$ cat config.mk
export PLATFORM = sky130hd
export DESIGN_NAME = lc3_core
export DESIGN_NICKNAME = d
export VERILOG_FILES = /design/src/hdl/lc3_pkg.sv /design/src/hdl/lc3_bus_mux.sv /design/src/hdl/lc3_reg_file.sv /design/src/hdl/lc3_alu.sv /design/src/hdl/lc3_cond_codes.sv /design/src/hdl/lc3_control.sv /design/src/hdl/lc3_core.sv
export SDC_FILE = /design/constraint.sdc
export NUM_CORES = 1
export LEC_CHECK = 0
export ABC_AREA = 0
export BUFFER_PORTS_ARGS = -buffer_cell sky130_fd_sc_hd__buf_2
export CAP_MARGIN = 5
export CORE_MARGIN = 2
export CORE_UTILIZATION = 30
export CTS_BUF_LIST = sky130_fd_sc_hd__clkbuf_8
export DETAILED_ROUTE_END_ITERATION = 7
export PLACE_DENSITY = 0.54
export SYNTH_ARGS = -nofsm -noshare
export SYNTH_HDL_FRONTEND = slang
export SYNTH_HIERARCHICAL = 1
export SYNTH_SLANG_ARGS = --single-unit
$ cat constraint.sdc
create_clock -name clk -period 7.55 [get_ports clk]
set_clock_uncertainty 0.1 [all_clocks]
set_input_delay 0 -clock clk [delete_from_list [all_inputs] [get_ports clk]]
set_output_delay 0 -clock clk [all_outputs]
set_load 0.005 [all_outputs]
$ cat src/hdl/lc3_pkg.sv
package lc3_pkg;

    localparam int unsigned word_w = 16;
    localparam logic [word_w-1:0] reset_vector = 16'h3000;

    typedef enum logic [3:0] {
        op_br   = 4'b0000,
        op_add  = 4'b0001,
        op_ld   = 4'b0010,
        op_st   = 4'b0011,
        op_jsr  = 4'b0100,
        op_and  = 4'b0101,
        op_not  = 4'b1001,
        op_jmp  = 4'b1100,
        op_lea  = 4'b1110,
        op_trap = 4'b1111
    } opcode_e;

    typedef enum logic [4:0] {
        s_fetch1, s_fetch2, s_fetch3, s_fetch4,
        s_decode,
        s_alu, s_br, s_jmp, s_jsr1, s_jsr2, s_lea,
        s_ld1, s_ld2, s_ld3, s_ld4,
        s_st1, s_st2, s_st3,
        s_halt
    } state_e;

    // bus_none drives zero onto the bus.
    typedef enum logic [2:0] {bus_none, bus_pc, bus_mdr, bus_alu, bus_addr} bus_src_e;

    typedef enum logic [1:0] {pc_inc, pc_addr, pc_bus} pc_src_e;

    typedef enum logic [1:0] {
        addr2_off11 = 2'b00,
        addr2_off9  = 2'b01,
        addr2_off6  = 2'b10,
        addr2_zero  = 2'b11
    } addr2_sel_e;

    typedef enum logic [1:0] {
        alu_add  = 2'b00,
        alu_and  = 2'b01,
        alu_pass = 2'b10,
        alu_not  = 2'b11
    } alu_op_e;

endpackage

$ cat src/hdl/lc3_bus_mux.sv
`timescale 1ns/1ps

module lc3_bus_mux (
    input  logic [lc3_pkg::word_w-1:0] ir,
    input  logic [lc3_pkg::word_w-1:0] pc,
    input  logic [lc3_pkg::word_w-1:0] mdr,
    input  logic [lc3_pkg::word_w-1:0] alu_out,
    input  logic [lc3_pkg::word_w-1:0] sr1_out,
    input  lc3_pkg::bus_src_e          bus_src,
    input  lc3_pkg::pc_src_e           pc_src,
    input  logic                       addr1_is_pc,
    input  lc3_pkg::addr2_sel_e        addr2_sel,
    output logic [lc3_pkg::word_w-1:0] bus,
    output logic [lc3_pkg::word_w-1:0] addr_sum,
    output logic [lc3_pkg::word_w-1:0] pc_in
);

    logic [lc3_pkg::word_w-1:0] off11_sext;
    logic [lc3_pkg::word_w-1:0] off9_sext;
    logic [lc3_pkg::word_w-1:0] off6_sext;
    logic [lc3_pkg::word_w-1:0] addr1;
    logic [lc3_pkg::word_w-1:0] addr2;

    assign off11_sext = {{5{ir[10]}}, ir[10:0]};  // jsr.
    assign off9_sext  = {{7{ir[8]}}, ir[8:0]};    // br, ld, st, lea.
    assign off6_sext  = {{10{ir[5]}}, ir[5:0]};

    // pc here already points past the current instruction.
    assign addr1 = addr1_is_pc ? pc : sr1_out;

    always_comb
    begin
        case (addr2_sel)
            lc3_pkg::addr2_off11: addr2 = off11_sext;
            lc3_pkg::addr2_off9:  addr2 = off9_sext;
            lc3_pkg::addr2_off6:  addr2 = off6_sext;
            default:              addr2 = '0;
        endcase
    end

    assign addr_sum = addr1 + addr2;

    always_comb
    begin
        case (pc_src)
            lc3_pkg::pc_addr: pc_in = addr_sum;
            lc3_pkg::pc_bus:  pc_in = bus;
            default:          pc_in = pc + 16'd1;
        endcase
    end

    // one source at a time on the shared bus.
    always_comb
    begin
        case (bus_src)
            lc3_pkg::bus_pc:   bus = pc;
            lc3_pkg::bus_mdr:  bus = mdr;
            lc3_pkg::bus_alu:  bus = alu_out;
            lc3_pkg::bus_addr: bus = addr_sum;
            default:           bus = '0;
        endcase
    end

endmodule

$ cat src/hdl/lc3_reg_file.sv
`timescale 1ns/1ps

module lc3_reg_file (
    input  logic                       clk,
    input  logic                       arst_n,
    input  logic [lc3_pkg::word_w-1:0] ir,
    input  logic [lc3_pkg::word_w-1:0] bus,
    input  logic                       ld_reg,
    input  logic                       dr_is_r7,
    input  logic                       sr1_from_dst,
    output logic [lc3_pkg::word_w-1:0] sr1_out,
    output logic [lc3_pkg::word_w-1:0] sr2_out
);

    logic [lc3_pkg::word_w-1:0] regs [8];
    logic [2:0] dr;
    logic [2:0] sr1;
    logic [7:0] wr_en;

    assign dr  = dr_is_r7 ? 3'd7 : ir[11:9];  // r7 is the jsr link.
    assign sr1 = sr1_from_dst ? ir[11:9] : ir[8:6];  // st reads its source from [11:9].

    // one-hot write decode.
    always_comb
    begin
        wr_en = '0;
        if (ld_reg)
            wr_en[dr] = 1'b1;
    end

    always_ff @(posedge clk or negedge arst_n)
    begin
        if (!arst_n)
        begin
            for (int i = 0; i < 8; i++)
                regs[i] <= '0;
        end
        else
        begin
            for (int i = 0; i < 8; i++)
                if (wr_en[i])
                    regs[i] <= bus;
        end
    end

    assign sr1_out = regs[sr1];
    assign sr2_out = regs[ir[2:0]];

endmodule

$ cat src/hdl/lc3_alu.sv
`timescale 1ns/1ps

module lc3_alu (
    input  logic [lc3_pkg::word_w-1:0] ir,
    input  logic [lc3_pkg::word_w-1:0] sr1_out,
    input  logic [lc3_pkg::word_w-1:0] sr2_out,
    input  lc3_pkg::alu_op_e           alu_op,
    output logic [lc3_pkg::word_w-1:0] alu_out
);

    logic [lc3_pkg::word_w-1:0] imm5_sext;
    logic [lc3_pkg::word_w-1:0] op_b;

    assign imm5_sext = {{11{ir[4]}}, ir[4:0]};

    // ir[5] picks the immediate form of add and and.
    assign op_b = ir[5] ? imm5_sext : sr2_out;

    always_comb
    begin
        case (alu_op)
            lc3_pkg::alu_add: alu_out = sr1_out + op_b;  // wraps at 16 bits.
            lc3_pkg::alu_and: alu_out = sr1_out & op_b;
            lc3_pkg::alu_not: alu_out = ~sr1_out;
            default:          alu_out = sr1_out;
        endcase
    end

endmodule

$ cat src/hdl/lc3_cond_codes.sv
`timescale 1ns/1ps

module lc3_cond_codes (
    input  logic                       clk,
    input  logic                       arst_n,
    input  logic [lc3_pkg::word_w-1:0] bus,
    input  logic [lc3_pkg::word_w-1:0] ir,
    input  logic                       ld_cc,
    input  logic                       ld_ben,
    output logic                       ben
);

    logic [2:0] nzp_in;
    logic [2:0] nzp;
    logic       ben_in;

    always_comb
    begin
        if (bus == '0)
            nzp_in = 3'b010;
        else if (bus[lc3_pkg::word_w-1])
            nzp_in = 3'b100;
        else
            nzp_in = 3'b001;
    end

    assign ben_in = |(nzp & ir[11:9]);  // mask from the br instruction.

    always_ff @(posedge clk or negedge arst_n)
    begin
        if (!arst_n)
        begin
            nzp <= '0;
            ben <= 1'b0;
        end
        else
        begin
            if (ld_cc)
                nzp <= nzp_in;
            if (ld_ben)
                ben <= ben_in;
        end
    end

endmodule

$ cat src/hdl/lc3_control.sv
`timescale 1ns/1ps

module lc3_control (
    input  logic                 clk,
    input  logic                 arst_n,
    input  lc3_pkg::opcode_e     opcode,
    input  logic                 ben,
    output logic                 ld_mar,
    output logic                 ld_mdr,
    output logic                 ld_ir,
    output logic                 ld_pc,
    output logic                 ld_reg,
    output logic                 ld_cc,
    output logic                 ld_ben,
    output lc3_pkg::bus_src_e    bus_src,
    output lc3_pkg::pc_src_e     pc_src,
    output logic                 mdr_from_mem,
    output logic                 dr_is_r7,
    output logic                 sr1_from_dst,
    output logic                 addr1_is_pc,
    output lc3_pkg::addr2_sel_e  addr2_sel,
    output lc3_pkg::alu_op_e     alu_op,
    output logic                 mem_en,
    output logic                 mem_we,
    output logic                 halted
);

    lc3_pkg::state_e state;
    lc3_pkg::state_e state_nxt;

    always_ff @(posedge clk or negedge arst_n)
    begin
        if (!arst_n)
            state <= lc3_pkg::s_fetch1;
        else
            state <= state_nxt;
    end

    always_comb
    begin
        case (state)
            lc3_pkg::s_fetch1: state_nxt = lc3_pkg::s_fetch2;
            lc3_pkg::s_fetch2: state_nxt = lc3_pkg::s_fetch3;
            lc3_pkg::s_fetch3: state_nxt = lc3_pkg::s_fetch4;
            lc3_pkg::s_fetch4: state_nxt = lc3_pkg::s_decode;
            lc3_pkg::s_decode:
            begin
                case (opcode)
                    lc3_pkg::op_add,
                    lc3_pkg::op_and,
                    lc3_pkg::op_not:  state_nxt = lc3_pkg::s_alu;
                    lc3_pkg::op_br:   state_nxt = lc3_pkg::s_br;
                    lc3_pkg::op_jmp:  state_nxt = lc3_pkg::s_jmp;
                    lc3_pkg::op_jsr:  state_nxt = lc3_pkg::s_jsr1;
                    lc3_pkg::op_lea:  state_nxt = lc3_pkg::s_lea;
                    lc3_pkg::op_ld:   state_nxt = lc3_pkg::s_ld1;
                    lc3_pkg::op_st:   state_nxt = lc3_pkg::s_st1;
                    lc3_pkg::op_trap: state_nxt = lc3_pkg::s_halt;
                    default:          state_nxt = lc3_pkg::s_halt;  // unsupported opcode.
                endcase
            end
            lc3_pkg::s_jsr1:   state_nxt = lc3_pkg::s_jsr2;
            lc3_pkg::s_ld1:    state_nxt = lc3_pkg::s_ld2;
            lc3_pkg::s_ld2:    state_nxt = lc3_pkg::s_ld3;
            lc3_pkg::s_ld3:    state_nxt = lc3_pkg::s_ld4;
            lc3_pkg::s_st1:    state_nxt = lc3_pkg::s_st2;
            lc3_pkg::s_st2:    state_nxt = lc3_pkg::s_st3;
            lc3_pkg::s_halt:   state_nxt = lc3_pkg::s_halt;
            default:           state_nxt = lc3_pkg::s_fetch1;
        endcase
    end

    always_comb
    begin
        ld_mar       = 1'b0;
        ld_mdr       = 1'b0;
        ld_ir        = 1'b0;
        ld_pc        = 1'b0;
        ld_reg       = 1'b0;
        ld_cc        = 1'b0;
        ld_ben       = 1'b0;
        bus_src      = lc3_pkg::bus_none;
        pc_src       = lc3_pkg::pc_inc;
        mdr_from_mem = 1'b0;
        dr_is_r7     = 1'b0;
        sr1_from_dst = 1'b0;
        addr1_is_pc  = 1'b0;
        addr2_sel    = lc3_pkg::addr2_zero;
        alu_op       = lc3_pkg::alu_pass;
        mem_en       = 1'b0;
        mem_we       = 1'b0;
        halted       = 1'b0;
        case (state)
            lc3_pkg::s_fetch1:
            begin
                bus_src = lc3_pkg::bus_pc;
                ld_mar  = 1'b1;
                ld_pc   = 1'b1;  // pc + 1.
            end
            lc3_pkg::s_fetch2, lc3_pkg::s_ld2:
                mem_en = 1'b1;
            lc3_pkg::s_fetch3, lc3_pkg::s_ld3:
            begin
                mdr_from_mem = 1'b1;
                ld_mdr       = 1'b1;
            end
            lc3_pkg::s_fetch4:
                ld_ir = 1'b1;
            lc3_pkg::s_decode:
                ld_ben = 1'b1;
            lc3_pkg::s_alu:
            begin
                case (opcode)
                    lc3_pkg::op_and: alu_op = lc3_pkg::alu_and;
                    lc3_pkg::op_not: alu_op = lc3_pkg::alu_not;
                    default:         alu_op = lc3_pkg::alu_add;
                endcase
                bus_src = lc3_pkg::bus_alu;
                ld_reg  = 1'b1;
                ld_cc   = 1'b1;
            end
            lc3_pkg::s_br:
            begin
                addr1_is_pc = 1'b1;
                addr2_sel   = lc3_pkg::addr2_off9;
                pc_src      = lc3_pkg::pc_addr;
                ld_pc       = ben;
            end
            lc3_pkg::s_jmp:
            begin
                bus_src = lc3_pkg::bus_alu;  // base register passes through the alu.
                pc_src  = lc3_pkg::pc_bus;
                ld_pc   = 1'b1;
            end
            lc3_pkg::s_jsr1:
            begin
                bus_src  = lc3_pkg::bus_pc;
                dr_is_r7 = 1'b1;
                ld_reg   = 1'b1;
            end
            lc3_pkg::s_jsr2:
            begin
                addr1_is_pc = 1'b1;
                addr2_sel   = lc3_pkg::addr2_off11;
                pc_src      = lc3_pkg::pc_addr;
                ld_pc       = 1'b1;
            end
            lc3_pkg::s_lea:
            begin
                addr1_is_pc = 1'b1;
                addr2_sel   = lc3_pkg::addr2_off9;
                bus_src     = lc3_pkg::bus_addr;
                ld_reg      = 1'b1;
                ld_cc       = 1'b1;
            end
            lc3_pkg::s_ld1, lc3_pkg::s_st1:
            begin
                addr1_is_pc = 1'b1;
                addr2_sel   = lc3_pkg::addr2_off9;
                bus_src     = lc3_pkg::bus_addr;
                ld_mar      = 1'b1;
            end
            lc3_pkg::s_ld4:
            begin
                bus_src = lc3_pkg::bus_mdr;
                ld_reg  = 1'b1;
                ld_cc   = 1'b1;
            end
            lc3_pkg::s_st2:
            begin
                sr1_from_dst = 1'b1;
                bus_src      = lc3_pkg::bus_alu;
                ld_mdr       = 1'b1;
            end
            lc3_pkg::s_st3:
            begin
                mem_en = 1'b1;
                mem_we = 1'b1;
            end
            lc3_pkg::s_halt:
                halted = 1'b1;
            default:
                halted = 1'b0;
        endcase
    end

endmodule

$ cat src/hdl/lc3_core.sv
`timescale 1ns/1ps

module lc3_core (
    input  logic                       clk,
    input  logic                       arst_n,
    input  logic [lc3_pkg::word_w-1:0] mem_rdata,
    output logic [lc3_pkg::word_w-1:0] mem_addr,
    output logic [lc3_pkg::word_w-1:0] mem_wdata,
    output logic                       mem_en,
    output logic                       mem_we,
    output logic                       halted
);

    logic [lc3_pkg::word_w-1:0] pc;
    logic [lc3_pkg::word_w-1:0] ir;
    logic [lc3_pkg::word_w-1:0] mar;
    logic [lc3_pkg::word_w-1:0] mdr;
    logic [lc3_pkg::word_w-1:0] mdr_in;
    logic [lc3_pkg::word_w-1:0] bus;
    logic [lc3_pkg::word_w-1:0] addr_sum;
    logic [lc3_pkg::word_w-1:0] pc_in;
    logic [lc3_pkg::word_w-1:0] alu_out;
    logic [lc3_pkg::word_w-1:0] sr1_out;
    logic [lc3_pkg::word_w-1:0] sr2_out;

    logic ld_mar, ld_mdr, ld_ir, ld_pc, ld_reg, ld_cc, ld_ben;
    logic mdr_from_mem, dr_is_r7, sr1_from_dst, addr1_is_pc, ben;

    lc3_pkg::bus_src_e   bus_src;
    lc3_pkg::pc_src_e    pc_src;
    lc3_pkg::addr2_sel_e addr2_sel;
    lc3_pkg::alu_op_e    alu_op;

    assign mdr_in = mdr_from_mem ? mem_rdata : bus;

    always_ff @(posedge clk or negedge arst_n)
    begin
        if (!arst_n)
        begin
            pc <= lc3_pkg::reset_vector;
            ir <= '0;
        end
        else
        begin
            if (ld_pc)
                pc <= pc_in;
            if (ld_ir)
                ir <= mdr;
        end
    end

    always_ff @(posedge clk)
    begin
        if (ld_mar)
            mar <= bus;
        if (ld_mdr)
            mdr <= mdr_in;
    end

    assign mem_addr  = mar;
    assign mem_wdata = mdr;

    lc3_control lc3_control_i (
        .clk, .arst_n,
        .opcode       (lc3_pkg::opcode_e'(ir[15:12])),
        .ben,
        .ld_mar, .ld_mdr, .ld_ir, .ld_pc, .ld_reg, .ld_cc, .ld_ben,
        .bus_src, .pc_src, .mdr_from_mem, .dr_is_r7, .sr1_from_dst,
        .addr1_is_pc, .addr2_sel, .alu_op,
        .mem_en, .mem_we, .halted
    );

    lc3_bus_mux lc3_bus_mux_i (
        .ir, .pc, .mdr, .alu_out, .sr1_out,
        .bus_src, .pc_src, .addr1_is_pc, .addr2_sel,
        .bus, .addr_sum, .pc_in
    );

    lc3_reg_file lc3_reg_file_i (
        .clk, .arst_n, .ir, .bus, .ld_reg, .dr_is_r7, .sr1_from_dst,
        .sr1_out, .sr2_out
    );

    lc3_alu lc3_alu_i (.ir, .sr1_out, .sr2_out, .alu_op, .alu_out);

    lc3_cond_codes lc3_cond_codes_i (.clk, .arst_n, .bus, .ir, .ld_cc, .ld_ben, .ben);

endmodule

# Word-level counts from Yosys, hierarchy flattened
# Memory sizes are Yosys's and may differ from the RTL's.
# Cells that the tools add are included.
[totals]
regBits = 201
latch_bits = 0
ram_bits = 0
romBits = 80
input_bits = 18
out_inout_bits = 35
n_memories = 1
[mem_list]
columns = ["memory", "words", "word_bits", "read_ports", "rd_clocked_by_memory_dff", "wr", "line", "text"]
rows = [
  ["(no name shown)", 16, 5, 1, 0, 0, "lc3_control.sv:48", "case (opcode)"],
]
[classes]
addsub = 3
n_mul = 0
n_div = 0
order_cmp = 4
eq_ne = 30
shift = 0
muxes = 40
n_bitwise = 5
n_reduce_logical = 19
[op_table]
columns = ["cell", "count"]
rows = [
  ["$mux 16", 7],
  ["$bmux 16 s3", 2],
  ["$pmux 16 s3", 2],
  ["$pmux 16 s4", 1],
  ["$pmux 5 s12", 1],
  ["$eq 5x4->1 const B", 8],
  ["$add 16x16->16", 2],
  ["$pmux 16 s2", 1],
  ["$reduce_or 3->1", 8],
  ["$eq 5x3->1 const B", 4],
  ["$add 16x1->16 const B", 1],
  ["$and 16x16->16", 1],
  ["$logic_not 16->1", 1],
  ["$not 16->16", 1],
  ["$eq 5x5->1 const B", 3],
  ["$mux 1", 14],
  ["$mux 3", 4],
  ["$pmux 2 s2", 3],
  ["$pmux 3 s4", 1],
  ["$eq 5x2->1 const B", 2],
  ["$ge 4x4->1 const B", 2],
  ["$mux 8", 1],
  ["$not 3->4", 2],
  ["$reduce_or 4->1", 2],
  ["19 further kinds", 27],
]

# Longest topological paths before layout
# Gate-level depths: netlist (run 1).
[depth]
word_depth = 12
ltp_mapped = 27
mapped_depth_nobuf = 23

# By module
# Netlist (run 1), hierarchy kept.
[modules_own_cells]
columns = ["mod", "instances", "cells_each", "area_each_um2"]
rows = [
  ["lc3_reg_file", 1, 630, 7288.2],
  ["lc3_core", 1, 118, 2511.2],
  ["lc3_bus_mux", 1, 288, 2055.7],
  ["lc3_alu", 1, 192, 1327.5],
  ["lc3_control", 1, 114, 752.0],
  ["lc3_cond_codes", 1, 18, 200.2],
]

# Worst setup path before layout (run 1)
# OpenSTA, ideal clock, no wires.
[synth_timing]
path_type = "register to register"
start = "reg lc3_control_i.state[0]"
end = "reg lc3_cond_codes_i.nzp[0]"
setup_time_ns = 0.120
arrival_time_ns = 5.279
required_time_ns = 7.330
path_slack_ns = 2.052
stages_incl_launch_ff = 23
path_buffers = 4
synth_period_minus_slack_ns = 5.498
path_cell_list = "dfrtp_1 > buf_2 > or3_1 > nor2_1 > buf_4 > mux2_4 > buf_6 > buf_2 > nand2_1 > a21oi_1 > a311o_1 > mux2_2 > ha_1 > a211o_1 > a2111oi_2 > or2_1 > o221a_2 > mux2i_1 > xor2_1 > o21ai_0 > nor4_2 > nand4_1 > a31o_1"
[synth_between]
elab_chain_cells = 12
elab_cells_between_ends = 49
classes_between = "add/sub (2); eq/ne (18); mux (16); bitwise (3); reduce/logical (10)"
[synth_rtl]
columns = ["item", "line", "text"]
rows = [
  ["start: declaration", "lc3_control.sv:28", "lc3_pkg::state_e state;"],
  ["start signal: assignment", "lc3_control.sv:34", "state <= lc3_pkg::s_fetch1;"],
  ["start signal: assignment", "lc3_control.sv:36", "state <= state_nxt;"],
  ["$eq 5x5->1 (*)", "lc3_control.sv:93", "case (state)"],
  ["$mux 1 (*)", "lc3_control.sv:93", ""],
  ["via sr1_from_dst", "lc3_core.sv:27", "logic mdr_from_mem, dr_is_r7, sr1_from_dst, addr1_is_pc, ben;"],
  ["$mux 3 (*)", "lc3_reg_file.sv:21", "assign sr1 = sr1_from_dst ? ir[11:9] : ir[8:6];"],
  ["$not 3->4 (implied by the code) (*)", "lc3_reg_file.sv:46", "assign sr1_out = regs[sr1];"],
  ["$bmux 16 s3 (*)", "lc3_reg_file.sv:46", ""],
  ["$mux 16 (implied by the code) (*) (2 in series)", "lc3_reg_file.sv:46", ""],
  ["via sr1_out, one bit", "lc3_core.sv:23", "logic [lc3_pkg::word_w-1:0] sr1_out;"],
  ["$add 16x16->16 or $mux 16 (tied branches)", "lc3_alu.sv:22, lc3_bus_mux.sv:29", ""],
  ["$pmux 16 s3 or $add 16x16->16 (tied branches)", "lc3_alu.sv:21, lc3_bus_mux.sv:41", ""],
  ["$pmux 16 s4 (*)", "lc3_bus_mux.sv:55", "case (bus_src)"],
  ["via bus, one bit", "lc3_core.sv:19", "logic [lc3_pkg::word_w-1:0] bus;"],
  ["$logic_not 16->1 (*)", "lc3_cond_codes.sv:19", "if (bus == '0)"],
  ["$mux 3 (*)", "lc3_cond_codes.sv:19", ""],
  ["end signal: assignment", "lc3_cond_codes.sv:39", "nzp <= nzp_in;"],
  ["end: declaration", "lc3_cond_codes.sv:14", "logic [2:0] nzp;"],
]
# Mark *: on every way through the listed nets, which the timed path passes. The rest lies on a longest branch. The select of a mux whose other input is x is not followed.
# A chain may end at the register's enable or synchronous reset.

# Final worst setup path (run 1)
[layout_timing]
start = "reg lc3_control_i.state[2]"
end = "reg lc3_cond_codes_i.nzp[0]"
[layout_between]
elab_chain_cells = 12
elab_cells_between_ends = 49
classes_between = "add/sub (2); eq/ne (18); mux (16); bitwise (3); reduce/logical (10)"
[layout_rtl]
columns = ["item", "line", "text"]
rows = [
  ["$eq 5x5->1", "lc3_control.sv:93", ""],
  ["$mux 1", "lc3_control.sv:93", ""],
  ["via sr1_from_dst", "lc3_core.sv:27", ""],
  ["$mux 3", "lc3_reg_file.sv:21", ""],
  ["$not 3->4 (implied by the code)", "lc3_reg_file.sv:46", ""],
  ["$bmux 16 s3", "lc3_reg_file.sv:46", ""],
  ["$mux 16 (implied by the code) (2 in series)", "lc3_reg_file.sv:46", ""],
  ["via sr1_out, one bit", "lc3_core.sv:23", ""],
  ["$mux 16", "lc3_bus_mux.sv:29", "assign addr1 = addr1_is_pc ? pc : sr1_out;"],
  ["$add 16x16->16", "lc3_bus_mux.sv:41", "assign addr_sum = addr1 + addr2;"],
  ["via addr_sum, one bit", "lc3_core.sv:20", "logic [lc3_pkg::word_w-1:0] addr_sum;"],
  ["$pmux 16 s4", "lc3_bus_mux.sv:55", ""],
  ["via bus, one bit", "lc3_core.sv:19", ""],
  ["$logic_not 16->1", "lc3_cond_codes.sv:19", ""],
  ["$mux 3", "lc3_cond_codes.sv:19", ""],
]
# The timed path passes the listed nets, and every way through them passes these cells. The select of a mux whose other input is x is not followed.

==> results of run 1 <==
==> metal layers <==
metal / vias up / global-route usage / share of wire
met5: - / 0 / 0.00027
met4: 2 / 0.0747 / 0.036
met3: 114 / 0.0420 / 0.078
met2: 454 / 0.283 / 0.43
met1: 5829 / 0.272 / 0.46
li1: 5130 / - / -
==> per-stage QoR <==
stage / power (mW) / area, um^2 / hold WS [ns]
floorplan: 4.53 / 14100 / -0.396
global placement: 5.74 / 15000 / 0.0660
detailed placement: 5.75 / 15000 / 0.0651
CTS: 6.91 / 16000 / 0.0401
global route: 7.37 / 16000 / 0.0924
finish: 6.95 / 16000 / -0.0104
==> worst min path at each step <==
stage	from	end	depth (start not counted)
detailed placement	arst_n	lc3_control_i/state[3]$_DFF_PN0_	1
global route	arst_n	ir[12]$_DFFE_PN0P_	2
finish	arst_n	ir[13]$_DFFE_PN0P_	2
global placement	arst_n	ir[13]$_DFFE_PN0P_	1
CTS	arst_n	ir[11]$_DFFE_PN0P_	2
floorplan	arst_n	ir[0]$_DFFE_PN0P_	0
==> power breakdown <==
group | switching, mW | internal, mW
logic | 2.28 | 1.60
registers | 0.441 | 1.51
clock network | 0.507 | 0.612
total | 3.23 | 3.72
==> layout make-up <==
type                    count  area [um^2]
clock inverters            23          160
diodes                      1         2.50
flip-flops and latches    201         5190
clock buffers              45          619
repair buffers            115          782
well taps                 607          759
fillers                  4697        30600
inverters                  41          154
multi-input cells        1021         8290
==> flip-flops by register name, summed over array words and instances, names as in the netlist <==
| register | cells |
|---|---|
| mem_addr | 16 |
| ir | 16 |
| lc3_cond_codes_i/nzp | 3 |
| pc | 16 |
| lc3_control_i/state | 5 |
| lc3_cond_codes_i/ben | 1 |
| lc3_reg_file_i/regs | 128 |
| mem_wdata | 16 |
==> worst max-delay path, cell delays in order (launching register included) <==
cell and delay [ns]:
sky130_fd_sc_hd__dfrtp_1 0.57, sky130_fd_sc_hd__or3_1 0.51, sky130_fd_sc_hd__nor2_1 0.54, sky130_fd_sc_hd__mux2_4 0.48
sky130_fd_sc_hd__a21o_1 0.29, sky130_fd_sc_hd__buf_4 0.27, sky130_fd_sc_hd__a21oi_1 0.06, sky130_fd_sc_hd__a311o_1 0.38
sky130_fd_sc_hd__mux2_2 0.28, sky130_fd_sc_hd__ha_1 0.35, sky130_fd_sc_hd__o211a_1 0.26, sky130_fd_sc_hd__a2111oi_2 0.42
sky130_fd_sc_hd__o31ai_1 0.13, sky130_fd_sc_hd__a21oi_1 0.21, sky130_fd_sc_hd__xnor2_1 0.11, sky130_fd_sc_hd__a221oi_1 0.39
sky130_fd_sc_hd__inv_1 0.33, sky130_fd_sc_hd__nor4_1 0.40, sky130_fd_sc_hd__nand4_1 0.19, sky130_fd_sc_hd__a31o_1 0.25
==> what timing repair did <==
action | CTS | global route
setup endpoints to repair | 0 | 0
gates resized for setup | 0 | 0
endpoints found under the hold margin | 110 | 0
hold buffers | 17 | 0
==> parameters.txt, run 1 <==
Parameter                              Value

Yosys
  Number of synthesis warnings    6
  Nets in the synthesized netlist    1406
  Post-Syn Instances    1357
  Synth Cell Area    14100 um^2
  Mean instance size in the synthesized netlist    10.4 um^2

STA
  Number of max-slew violations in the final report    0
  Achievable Freq    150 MHz
  Pin slew with the least headroom to its limit    1.24 ns
  Worst-case setup margin in the final layout    0.897 ns
  Final setup viols    0
  Setup TNS    0 ns
  Number of hold violations in the final report    2
  Slew Limit Headroom    0.170
  Setup repair after global routing missed its margin    false
  Worst hold slack    -0.0104 ns
  Final worst path period share    0.881
  Post-route minimum period    6.65 ns

Worst setup path
  Required time of the critical path    7.91 ns
  Worst r2r src    lc3_control_i/state[2]$_DFF_PN0_
  Launching element type of the critical path    register
  FF-to-FF End    lc3_cond_codes_i/nzp[0]$_DFFE_PN0P_
  Critical path endpoint category    register
  Worst R2R Path Depth    19
  Source of the critical timing path    lc3_control_i/state[2]$_DFF_PN0_
  Max FO, Critical Path    17
  Worst setup slack for register-to-register paths    0.90 ns
  Critical Path End    lc3_cond_codes_i/nzp[0]$_DFFE_PN0P_
  Kind of critical path    reg -> reg
  Signal arrival time at the worst endpoint    7.01 ns

Die
  Height of the die    221 um
  Die Width    221 um
  Io pins    53
  Floorplan core area    46600 um^2
  Area enclosed by the die boundary    48800 um^2
  Starting Density    0.303
  # rows    79

Worst hold path
  Hold WC Path Type    in -> async

Place
  Final weighted congestion of routability-driven global placement    0.892
  Post-placement setup slack    1.04 ns
  Final HPWL from detailed placement    32800 um
  Post-placement cell count    1967
  Number of buffers inserted by port buffering    52

Global route
  Overall routing resource usage    0.192
  Number of antenna violations at the first check in global routing    2
  Gr ovfl total    0
  Vias in the first global route    11500
  First-pass GRT wire length    72400 um
  Largest net degree at the start of global routing    96

Detailed routing
  ANT nets after route    0
  Detailed-routing iteration count for the pre-antenna-repair pass    5
  Drt wl/cell    23.2 um
  Average vias per placed instance    5.61
  Initial DRC Count    1066
  # DRC    0
  Routed wire length    47600 um
  Overall via count from detail_route    11500

Power
  PD cells    435 nW/um^2
  VDD IR max    0.210 mV
  Static leakage    6.94 nW

Status
  Run status    finished, violations left
  Violations in the final reports    hold timing

Cells and area
  Post-layout util    0.343
  Area Overhead vs Synth    13.0%
  Fraction of layout instances using a drive strength above 1    0.305
  Final Net Count    1466
  Most common cell after layout, fill and taps aside    sky130_fd_sc_hd__mux2_2
  Leading cell types in the layout, fill and taps excluded    sky130_fd_sc_hd__mux2_2, sky130_fd_sc_hd__dfrtp_1, sky130_fd_sc_hd__nand2_1
  Number of non-filler instances in the completed layout    2054

Clock network
  TritonCTS clock tree    yes
  # H-tree levels    2
  Clock edge transition at the registers on the reported setup and hold paths    0.06 ns
  Number of post-CTS setup repair buffers    0
  Maximum number of buffers from clock root to sink    3
  Cell at the root of the clock tree    sky130_fd_sc_hd__clkbuf_8
  Count of clock tree sinks    201
  TritonCTS Buffers    37
  Clock insertion delay at the later pin of the skew report    0.58 ns

Flow run
  Count of maximum capacitance violations    0
(Power assumes the default switching activity.)
==> run 2: changes to the inputs <==
--- a/config.mk
+++ b/config.mk
@@ -6,7 +6,7 @@
 export NUM_CORES = 1
 export LEC_CHECK = 0
 export ABC_AREA = 0
-export BUFFER_PORTS_ARGS = -buffer_cell sky130_fd_sc_hd__buf_2
+export BUFFER_PORTS_ARGS = -buffer_cell sky130_fd_sc_hd__clkbuf_2
 export CAP_MARGIN = 5
 export CORE_MARGIN = 2
 export CORE_UTILIZATION = 30
==> run 2 against run 1 <==
  * The run still ends with hold timing left
  * Wire length shrank 3.4%
  * Cell area shrank 0.20%
  * First-iteration DRC count shrank 19%
  * Cell count is the same
  * Worst hold slack gained 0.0059 ns
  * Sequential cell count is the same
  * Utilization shrank 0.070 points
  * Highest routed layer is now met4
==> parameters.txt, run 2 (same netlist as run 1, synthesis figures left out) <==
Parameter                              Value

Worst hold path
  Hold WC Path Type    in -> async

Clock network
  Maximum number of buffers from clock root to sink    3 (unchanged)
  TritonCTS Buffers    38 (+2.7%)
  # H-tree levels    2 (unchanged)
  Clock insertion delay at the later pin of the skew report    0.57 ns (about the same)
  TritonCTS clock tree    yes
  Count of clock tree sinks    201 (unchanged)
  Clock edge transition at the registers on the reported setup and hold paths    0.07 ns (about the same)
  Number of post-CTS setup repair buffers    0 (unchanged)
  Cell at the root of the clock tree    sky130_fd_sc_hd__clkbuf_8

Worst setup path
  Launching element type of the critical path    register
  Required time of the critical path    7.88 ns (-0.03 ns)
  Max FO, Critical Path    17 (unchanged)
  Signal arrival time at the worst endpoint    6.80 ns (-0.21 ns)
  Worst R2R Path Depth    21 (+2)
  Kind of critical path    reg -> reg
  Critical path endpoint category    register

Detailed routing
  Drt wl/cell    22.4 um (-3.4%)
  Overall via count from detail_route    11400 (-0.82%)
  Initial DRC Count    867 (-19%)
  Average vias per placed instance    5.57 (-0.82%)
  ANT nets after route    0 (unchanged)
  Detailed-routing iteration count for the pre-antenna-repair pass    5 (unchanged)
  # DRC    0 (unchanged)
  Routed wire length    46000 um (-3.4%)

Global route
  Number of antenna violations at the first check in global routing    1 (-1)
  First-pass GRT wire length    70600 um (-2.5%)
  Largest net degree at the start of global routing    96 (unchanged)
  Overall routing resource usage    0.185 (-0.00631)
  Gr ovfl total    0 (unchanged)
  Vias in the first global route    11500 (-0.19%)

Cells and area
  Reg with most FFs    lc3_reg_file_i/regs
  Area Overhead vs Synth    12.8%
  Most common cell after layout, fill and taps aside    sky130_fd_sc_hd__mux2_2
  Final Net Count    1466 (unchanged)
  Max reg flops    128 (unchanged)
  Leading cell types in the layout, fill and taps excluded    sky130_fd_sc_hd__mux2_2, sky130_fd_sc_hd__dfrtp_1, sky130_fd_sc_hd__nand2_1
  Fraction of layout instances using a drive strength above 1    0.305 (unchanged)

Die
  Starting Density    0.303 (unchanged)
  Area enclosed by the die boundary    48800 um^2 (unchanged)
  Die Width    221 um (unchanged)
  # rows    79 (unchanged)
  Height of the die    221 um (unchanged)
  Io pins    53 (unchanged)
  Floorplan core area    46600 um^2 (unchanged)

Status
  Run status    finished, violations left
  Violations in the final reports    hold timing

Power
  Tot Pwr    6.89 mW (-0.87%)
  Static leakage    6.91 nW (-0.34%)
  PD cells    432 nW/um^2 (-0.67%)
  VDD IR max    0.311 mV (+48%)

STA
  Setup TNS    0 ns (unchanged)
  Number of hold violations in the final report    1 (-1)
  Pin slew with the least headroom to its limit    1.09 ns (-0.153 ns)
  Final setup viols    0 (unchanged)
  Achievable Freq    155 MHz (+2.8%)
  Worst hold slack    -0.00455 ns (+0.00586 ns)
  Final worst path period share    0.857 (-0.0242)
  Slew Limit Headroom    0.272 (+0.102)
  Number of max-slew violations in the final report    0 (unchanged)
  Setup repair after global routing missed its margin    false
  Post-route minimum period    6.47 ns (-0.183 ns)

Place
  Final HPWL from detailed placement    31600 um (-3.6%)
  Number of buffers inserted by port buffering    52 (unchanged)
  Final weighted congestion of routability-driven global placement    0.885 (-0.82%)

Flow run
  Count of maximum capacitance violations    0 (unchanged)
[run 2: worst max-delay path: stages (launching register included)]
cell and delay, ns:
sky130_fd_sc_hd__dfrtp_1 0.57, sky130_fd_sc_hd__or3_1 0.51, sky130_fd_sc_hd__nor2_1 0.12, sky130_fd_sc_hd__buf_4 0.21, sky130_fd_sc_hd__nand2b_1 0.14, sky130_fd_sc_hd__buf_4 0.26
sky130_fd_sc_hd__a21o_1 0.34, sky130_fd_sc_hd__buf_4 0.29, sky130_fd_sc_hd__a21oi_1 0.07, sky130_fd_sc_hd__a311o_1 0.40, sky130_fd_sc_hd__mux2_2 0.29, sky130_fd_sc_hd__ha_1 0.35
sky130_fd_sc_hd__o211a_1 0.26, sky130_fd_sc_hd__a2111oi_2 0.42, sky130_fd_sc_hd__or2_1 0.20, sky130_fd_sc_hd__o221a_2 0.30, sky130_fd_sc_hd__mux2i_1 0.23, sky130_fd_sc_hd__xnor2_1 0.20
sky130_fd_sc_hd__o21ai_1 0.35, sky130_fd_sc_hd__nor4_2 0.30, sky130_fd_sc_hd__nand4_1 0.15, sky130_fd_sc_hd__a31o_1 0.24
[run 2: power breakdown]
| group | leakage [nW] | switching (mW) | internal, mW | total, mW |
|---|---|---|---|---|
| combinational | 3.90 | 2.22 | 1.60 | 3.81 |
| sequential | 2.58 | 0.474 | 1.51 | 1.98 |
| clock | 0.429 | 0.507 | 0.586 | 1.09 |
[run 2: final timing paths]
check / start / endpoint / slack (ns)
max reg2reg: lc3_control_i/state[2]$_DFF_PN0_ / lc3_cond_codes_i/nzp[0]$_DFFE_PN0P_ / 1.08
max: lc3_control_i/state[2]$_DFF_PN0_ / lc3_cond_codes_i/nzp[0]$_DFFE_PN0P_ / 1.08
max in group asynchronous: arst_n / lc3_reg_file_i/regs[30]$_DFFE_PN0P_ / 5.74
min: arst_n / ir[12]$_DFFE_PN0P_ / -0.005
min reg2reg: lc3_cond_codes_i/nzp[2]$_DFFE_PN0P_ / lc3_cond_codes_i/nzp[2]$_DFFE_PN0P_ / 0.43
min in group clk: mem_rdata[4] / mem_wdata[4]$_DFFE_PP_ / 0.20
[run 2: repair_timing]
item                                   CTS  global route
hold buffers                            17             0
endpoints found under the hold margin  110             0
gates resized for setup                  0             0
[run 2: layout make-up]
type	count	area [um^2]
clock buffer	42	578
fill	4679	30600
inverter	41	154
sequential	201	5190
multi-input combinational	1021	8290
clock inverter	27	176
tap	607	759
antenna	1	2.50
timing repair buffer	114	774
[run 2: metrics by stage]
| step | setup slack [ns] | util | cells | hold WS (ns) | cell area (um^2) |
|---|---|---|---|---|---|
| finish | 1.08 | 0.342 | 2054 | -0.00455 | 15900 |
| global route | 0.739 | 0.342 | 2053 | 0.110 | 15900 |
| CTS | 1.20 | 0.342 | 2053 | 0.0464 | 15900 |
| detailed placement | 1.24 | 0.322 | 1967 | 0.0617 | 15000 |
| global placement | 1.20 | 0.322 | 1966 | 0.0568 | 15000 |
| floorplan | 2.10 | - | 1357 | -0.396 | 14100 |
[run 2: layer usage]
| metal | wire length (um) | GRT usage |
|---|---|---|
| met5 | 0 | 0 |
| met4 | 1410 | 0.0682 |
| met3 | 3090 | 0.0386 |
| met2 | 20600 | 0.289 |
| met1 | 21000 | 0.253 |
==> run 3: changes to the inputs <==
--- a/config.mk
+++ b/config.mk
@@ -8,11 +8,13 @@
 export ABC_AREA = 0
 export BUFFER_PORTS_ARGS = -buffer_cell sky130_fd_sc_hd__clkbuf_2
 export CAP_MARGIN = 5
+export CELL_PAD_IN_SITES_DETAIL_PLACEMENT = 0
+export CELL_PAD_IN_SITES_GLOBAL_PLACEMENT = 1
 export CORE_MARGIN = 2
 export CORE_UTILIZATION = 30
 export CTS_BUF_LIST = sky130_fd_sc_hd__clkbuf_8
 export DETAILED_ROUTE_END_ITERATION = 7
-export PLACE_DENSITY = 0.54
+export PLACE_DENSITY = 0.62
 export SYNTH_ARGS = -nofsm -noshare
 export SYNTH_HDL_FRONTEND = slang
 export SYNTH_HIERARCHICAL = 1
==> run 3 against run 2 <==
  * Sequential share of layout area about the same
  * Critical path type unchanged
  * Wire length is 2.8% higher
  * Count of clock-buffer cells in the layout up 5
  * Sequential power about the same
  * Cell count about the same
  * Worst hold slack lost 0.00082 ns
  * Register-to-register slack worse by 0.19 ns
  * Non-clock buffer count fell by 4
  * The run still ends with hold timing left
  * Clock power is 6% higher
  * Via count is 1.7% lower
==> parameters.txt, run 3 (same netlist as run 1, synthesis figures left out) <==
Parameter                              Value

Status
  Run status    finished, violations left
  Violations in the final reports    hold timing

Power
  VDD IR max    0.200 mV (-36%)
  Static leakage    6.93 nW (+0.28%)
  PD cells    435 nW/um^2 (+0.68%)

Detailed routing
  # DRC    0 (unchanged)
  Initial DRC Count    889 (+2.5%)
  Overall via count from detail_route    11200 (-1.7%)
  ANT nets after route    0 (unchanged)
  Routed wire length    47300 um (+2.8%)
  Drt wl/cell    23.1 um (+2.9%)
  Detailed-routing iteration count for the pre-antenna-repair pass    6 (+1)
  Average vias per placed instance    5.48 (-1.6%)

STA
  Number of max-slew violations in the final report    0 (unchanged)
  Slew Limit Headroom    0.205 (-0.0673)
  Worst hold slack    -0.00537 ns (-0.000818 ns)
  Pin slew with the least headroom to its limit    1.19 ns (+0.0996 ns)
  Post-route minimum period    6.66 ns (+0.186 ns)
  Number of hold violations in the final report    3 (+2)
  Final setup viols    0 (unchanged)
  Achievable Freq    150 MHz (-2.8%)
  Setup TNS    0 ns (unchanged)
  Setup repair after global routing missed its margin    false
  Final worst path period share    0.882 (+0.0247)

Clock network
  Maximum number of buffers from clock root to sink    3 (unchanged)
  Number of cells upsized or downsized after cts    0 (unchanged)
  Clock insertion delay at the later pin of the skew report    0.59 ns (+0.02 ns)
  Count of clock tree sinks    201 (unchanged)
  TritonCTS clock tree    yes
  TritonCTS Buffers    40 (+5.3%)
  # H-tree levels    2 (unchanged)
  Clock edge transition at the registers on the reported setup and hold paths    0.06 ns (about the same)
  Number of post-CTS setup repair buffers    0 (unchanged)
  Cell at the root of the clock tree    sky130_fd_sc_hd__clkbuf_8

Worst setup path
  Cells along the critical path    or3_1, nor2_1, buf_4, nand2b_1, buf_4, a21o_1, a21oi_1, a311o_1, mux2_2, ha_1, o211a_1, a2111oi_2, or2_1, o221a_2, mux2i_1, xor2_1, o21ai_1, nor4_2, nand4_1, a31o_1
  Worst Path Buf+Inv    2 (-1)
  Required time of the critical path    7.93 ns (+0.05 ns)
  Signal arrival time at the worst endpoint    7.03 ns (+0.23 ns)
  Most used cell, CP    sky130_fd_sc_hd__buf_4
  Max FO, Critical Path    17 (unchanged)
  Critical path endpoint category    register
  Kind of critical path    reg -> reg
  Slowest cell on the critical path    sky130_fd_sc_hd__a21o_1
  Largest stage delay on the critical path    0.65 ns (+0.08 ns)
  Launching element type of the critical path    register
  Cell family with the largest share of critical-path delay    compound AO/OA/AOI/OAI gates

Die
  Floorplan core area    46600 um^2 (unchanged)
  Height of the die    221 um (unchanged)
  Die Width    221 um (unchanged)
  # rows    79 (unchanged)
  Starting Density    0.303 (unchanged)
  Area enclosed by the die boundary    48800 um^2 (unchanged)
  Io pins    53 (unchanged)

Cells and area
  Reg with most FFs    lc3_reg_file_i/regs
  Final Net Count    1464 (-0.14%)
  Sequential cell area    5190 um^2 (unchanged)
  Fraction of layout instances using a drive strength above 1    0.304 (-0.00117)
  Area occupied by multi-input gates    8290 um^2 (unchanged)
  Max reg flops    128 (unchanged)
  Leading cell types in the layout, fill and taps excluded    sky130_fd_sc_hd__mux2_2, sky130_fd_sc_hd__dfrtp_1, sky130_fd_sc_hd__nand2_1
  Diodes inserted    0 (-1)
  Number of non-filler instances in the completed layout    2052 (-0.097%)
  Filler instances    4685 (+0.13%)
  Most common cell after layout, fill and taps aside    sky130_fd_sc_hd__mux2_2
  Area Overhead vs Synth    13.0%

Global route
  Overall routing resource usage    0.191 (+0.00589)
  First-pass GRT wire length    72000 um (+1.8%)
  Largest net degree at the start of global routing    95 (-1.0%)
  Vias in the first global route    11400 (-0.55%)
  Gr ovfl total    0 (unchanged)
  Number of antenna violations at the first check in global routing    1 (unchanged)

Worst hold path
  Hold WC Path Type    in -> async

Flow run
  Count of maximum capacitance violations    0 (unchanged)

Place
  Number of buffers inserted by port buffering    52 (unchanged)
  Final weighted congestion of routability-driven global placement    0.847 (-4.3%)
  Final HPWL from detailed placement    32200 um (+1.8%)
  Post-placement cell count    1963 (-0.20%)
[run 3: changes by cell type in the layout (fill, tap and decap cells not counted), moves of 3 or more]
| cell | delta |
|---|---|
| sky130_fd_sc_hd__clkbuf_8 | +5 |
| sky130_fd_sc_hd__buf_4 | -4 |
| sky130_fd_sc_hd__inv_1 | +4 |
| sky130_fd_sc_hd__clkinv_1 | -3 |
| sky130_fd_sc_hd__clkinv_2 | -3 |
[run 3: path summary, 6_finish.rpt]
check | from | to | slack, ns | cells after the start
setup / recovery | lc3_control_i/state[2]$_DFF_PN0_ | lc3_cond_codes_i/nzp[0]$_DFFE_PN0P_ | 0.89 | 20
hold / removal | arst_n | ir[15]$_DFFE_PN0P_ | -0.005 | 2
hold reg to reg | lc3_cond_codes_i/nzp[2]$_DFFE_PN0P_ | lc3_cond_codes_i/nzp[2]$_DFFE_PN0P_ | 0.42 | 1
min in group clk | mem_rdata[0] | mem_wdata[0]$_DFFE_PP_ | 0.16 | 3
setup reg to reg | lc3_control_i/state[2]$_DFF_PN0_ | lc3_cond_codes_i/nzp[0]$_DFFE_PN0P_ | 0.89 | 20
max in group asynchronous | arst_n | lc3_reg_file_i/regs[30]$_DFFE_PN0P_ | 5.79 | 3
[run 3: worst register-to-register path, delay by kind of cell, from the launching register on]
family | cells | cell delay, ns
DFF | 1 | 0.56
AOI/OAI and AO/OA | 8 | 2.78
buffers and inverters | 2 | 0.46
muxes | 2 | 0.54
and+or+nand+nor | 6 | 1.49
xor gates and xnor gates | 1 | 0.25
adders and majority gates | 1 | 0.35
[run 3: what timing repair did]
| action | in CTS | in global routing |
|---|---|---|
| setup endpoints to repair | 0 | 0 |
| hold buffers | 17 | 0 |
| hold endpoints to repair | 109 | 0 |
[run 3: stage by stage]
stage               area, um^2   util  setup slack, ns  power (mW)
floorplan                14100      -             2.10        4.53
finish                   16000  0.343            0.893        6.95
CTS                      16000  0.343            0.909        6.96
global placement         15000  0.322            0.970        5.75
detailed placement       15000  0.322            0.950        5.76
global route             16000  0.343            0.448        7.38
[run 3: layout make-up]
class,count,area share
inverters,41,0.00965
repair buffers,110,0.0467
clock inverters,25,0.0102
well taps,607,0.0476
clock buffers,47,0.0405
flip-flops and latches,201,0.326
multi-input cells,1021,0.520
[run 3: layer usage]
layer,track usage,vias to the layer above,wire (um)
li1,-,5123,-
met1,0.257,5741,21600
met2,0.317,306,22300
met3,0.0251,73,2100
met4,0.0652,0,1300
met5,0,-,0
[run 3: report_power, final]
part | internal (mW) | total [mW] | switching [mW] | leakage, nW
Clock | 0.636 | 1.15 | 0.515 | 0.468
Sequential | 1.51 | 1.99 | 0.483 | 2.58
Combinational | 1.59 | 3.80 | 2.21 | 3.88
Total | 3.73 | 6.95 | 3.21 | 6.93
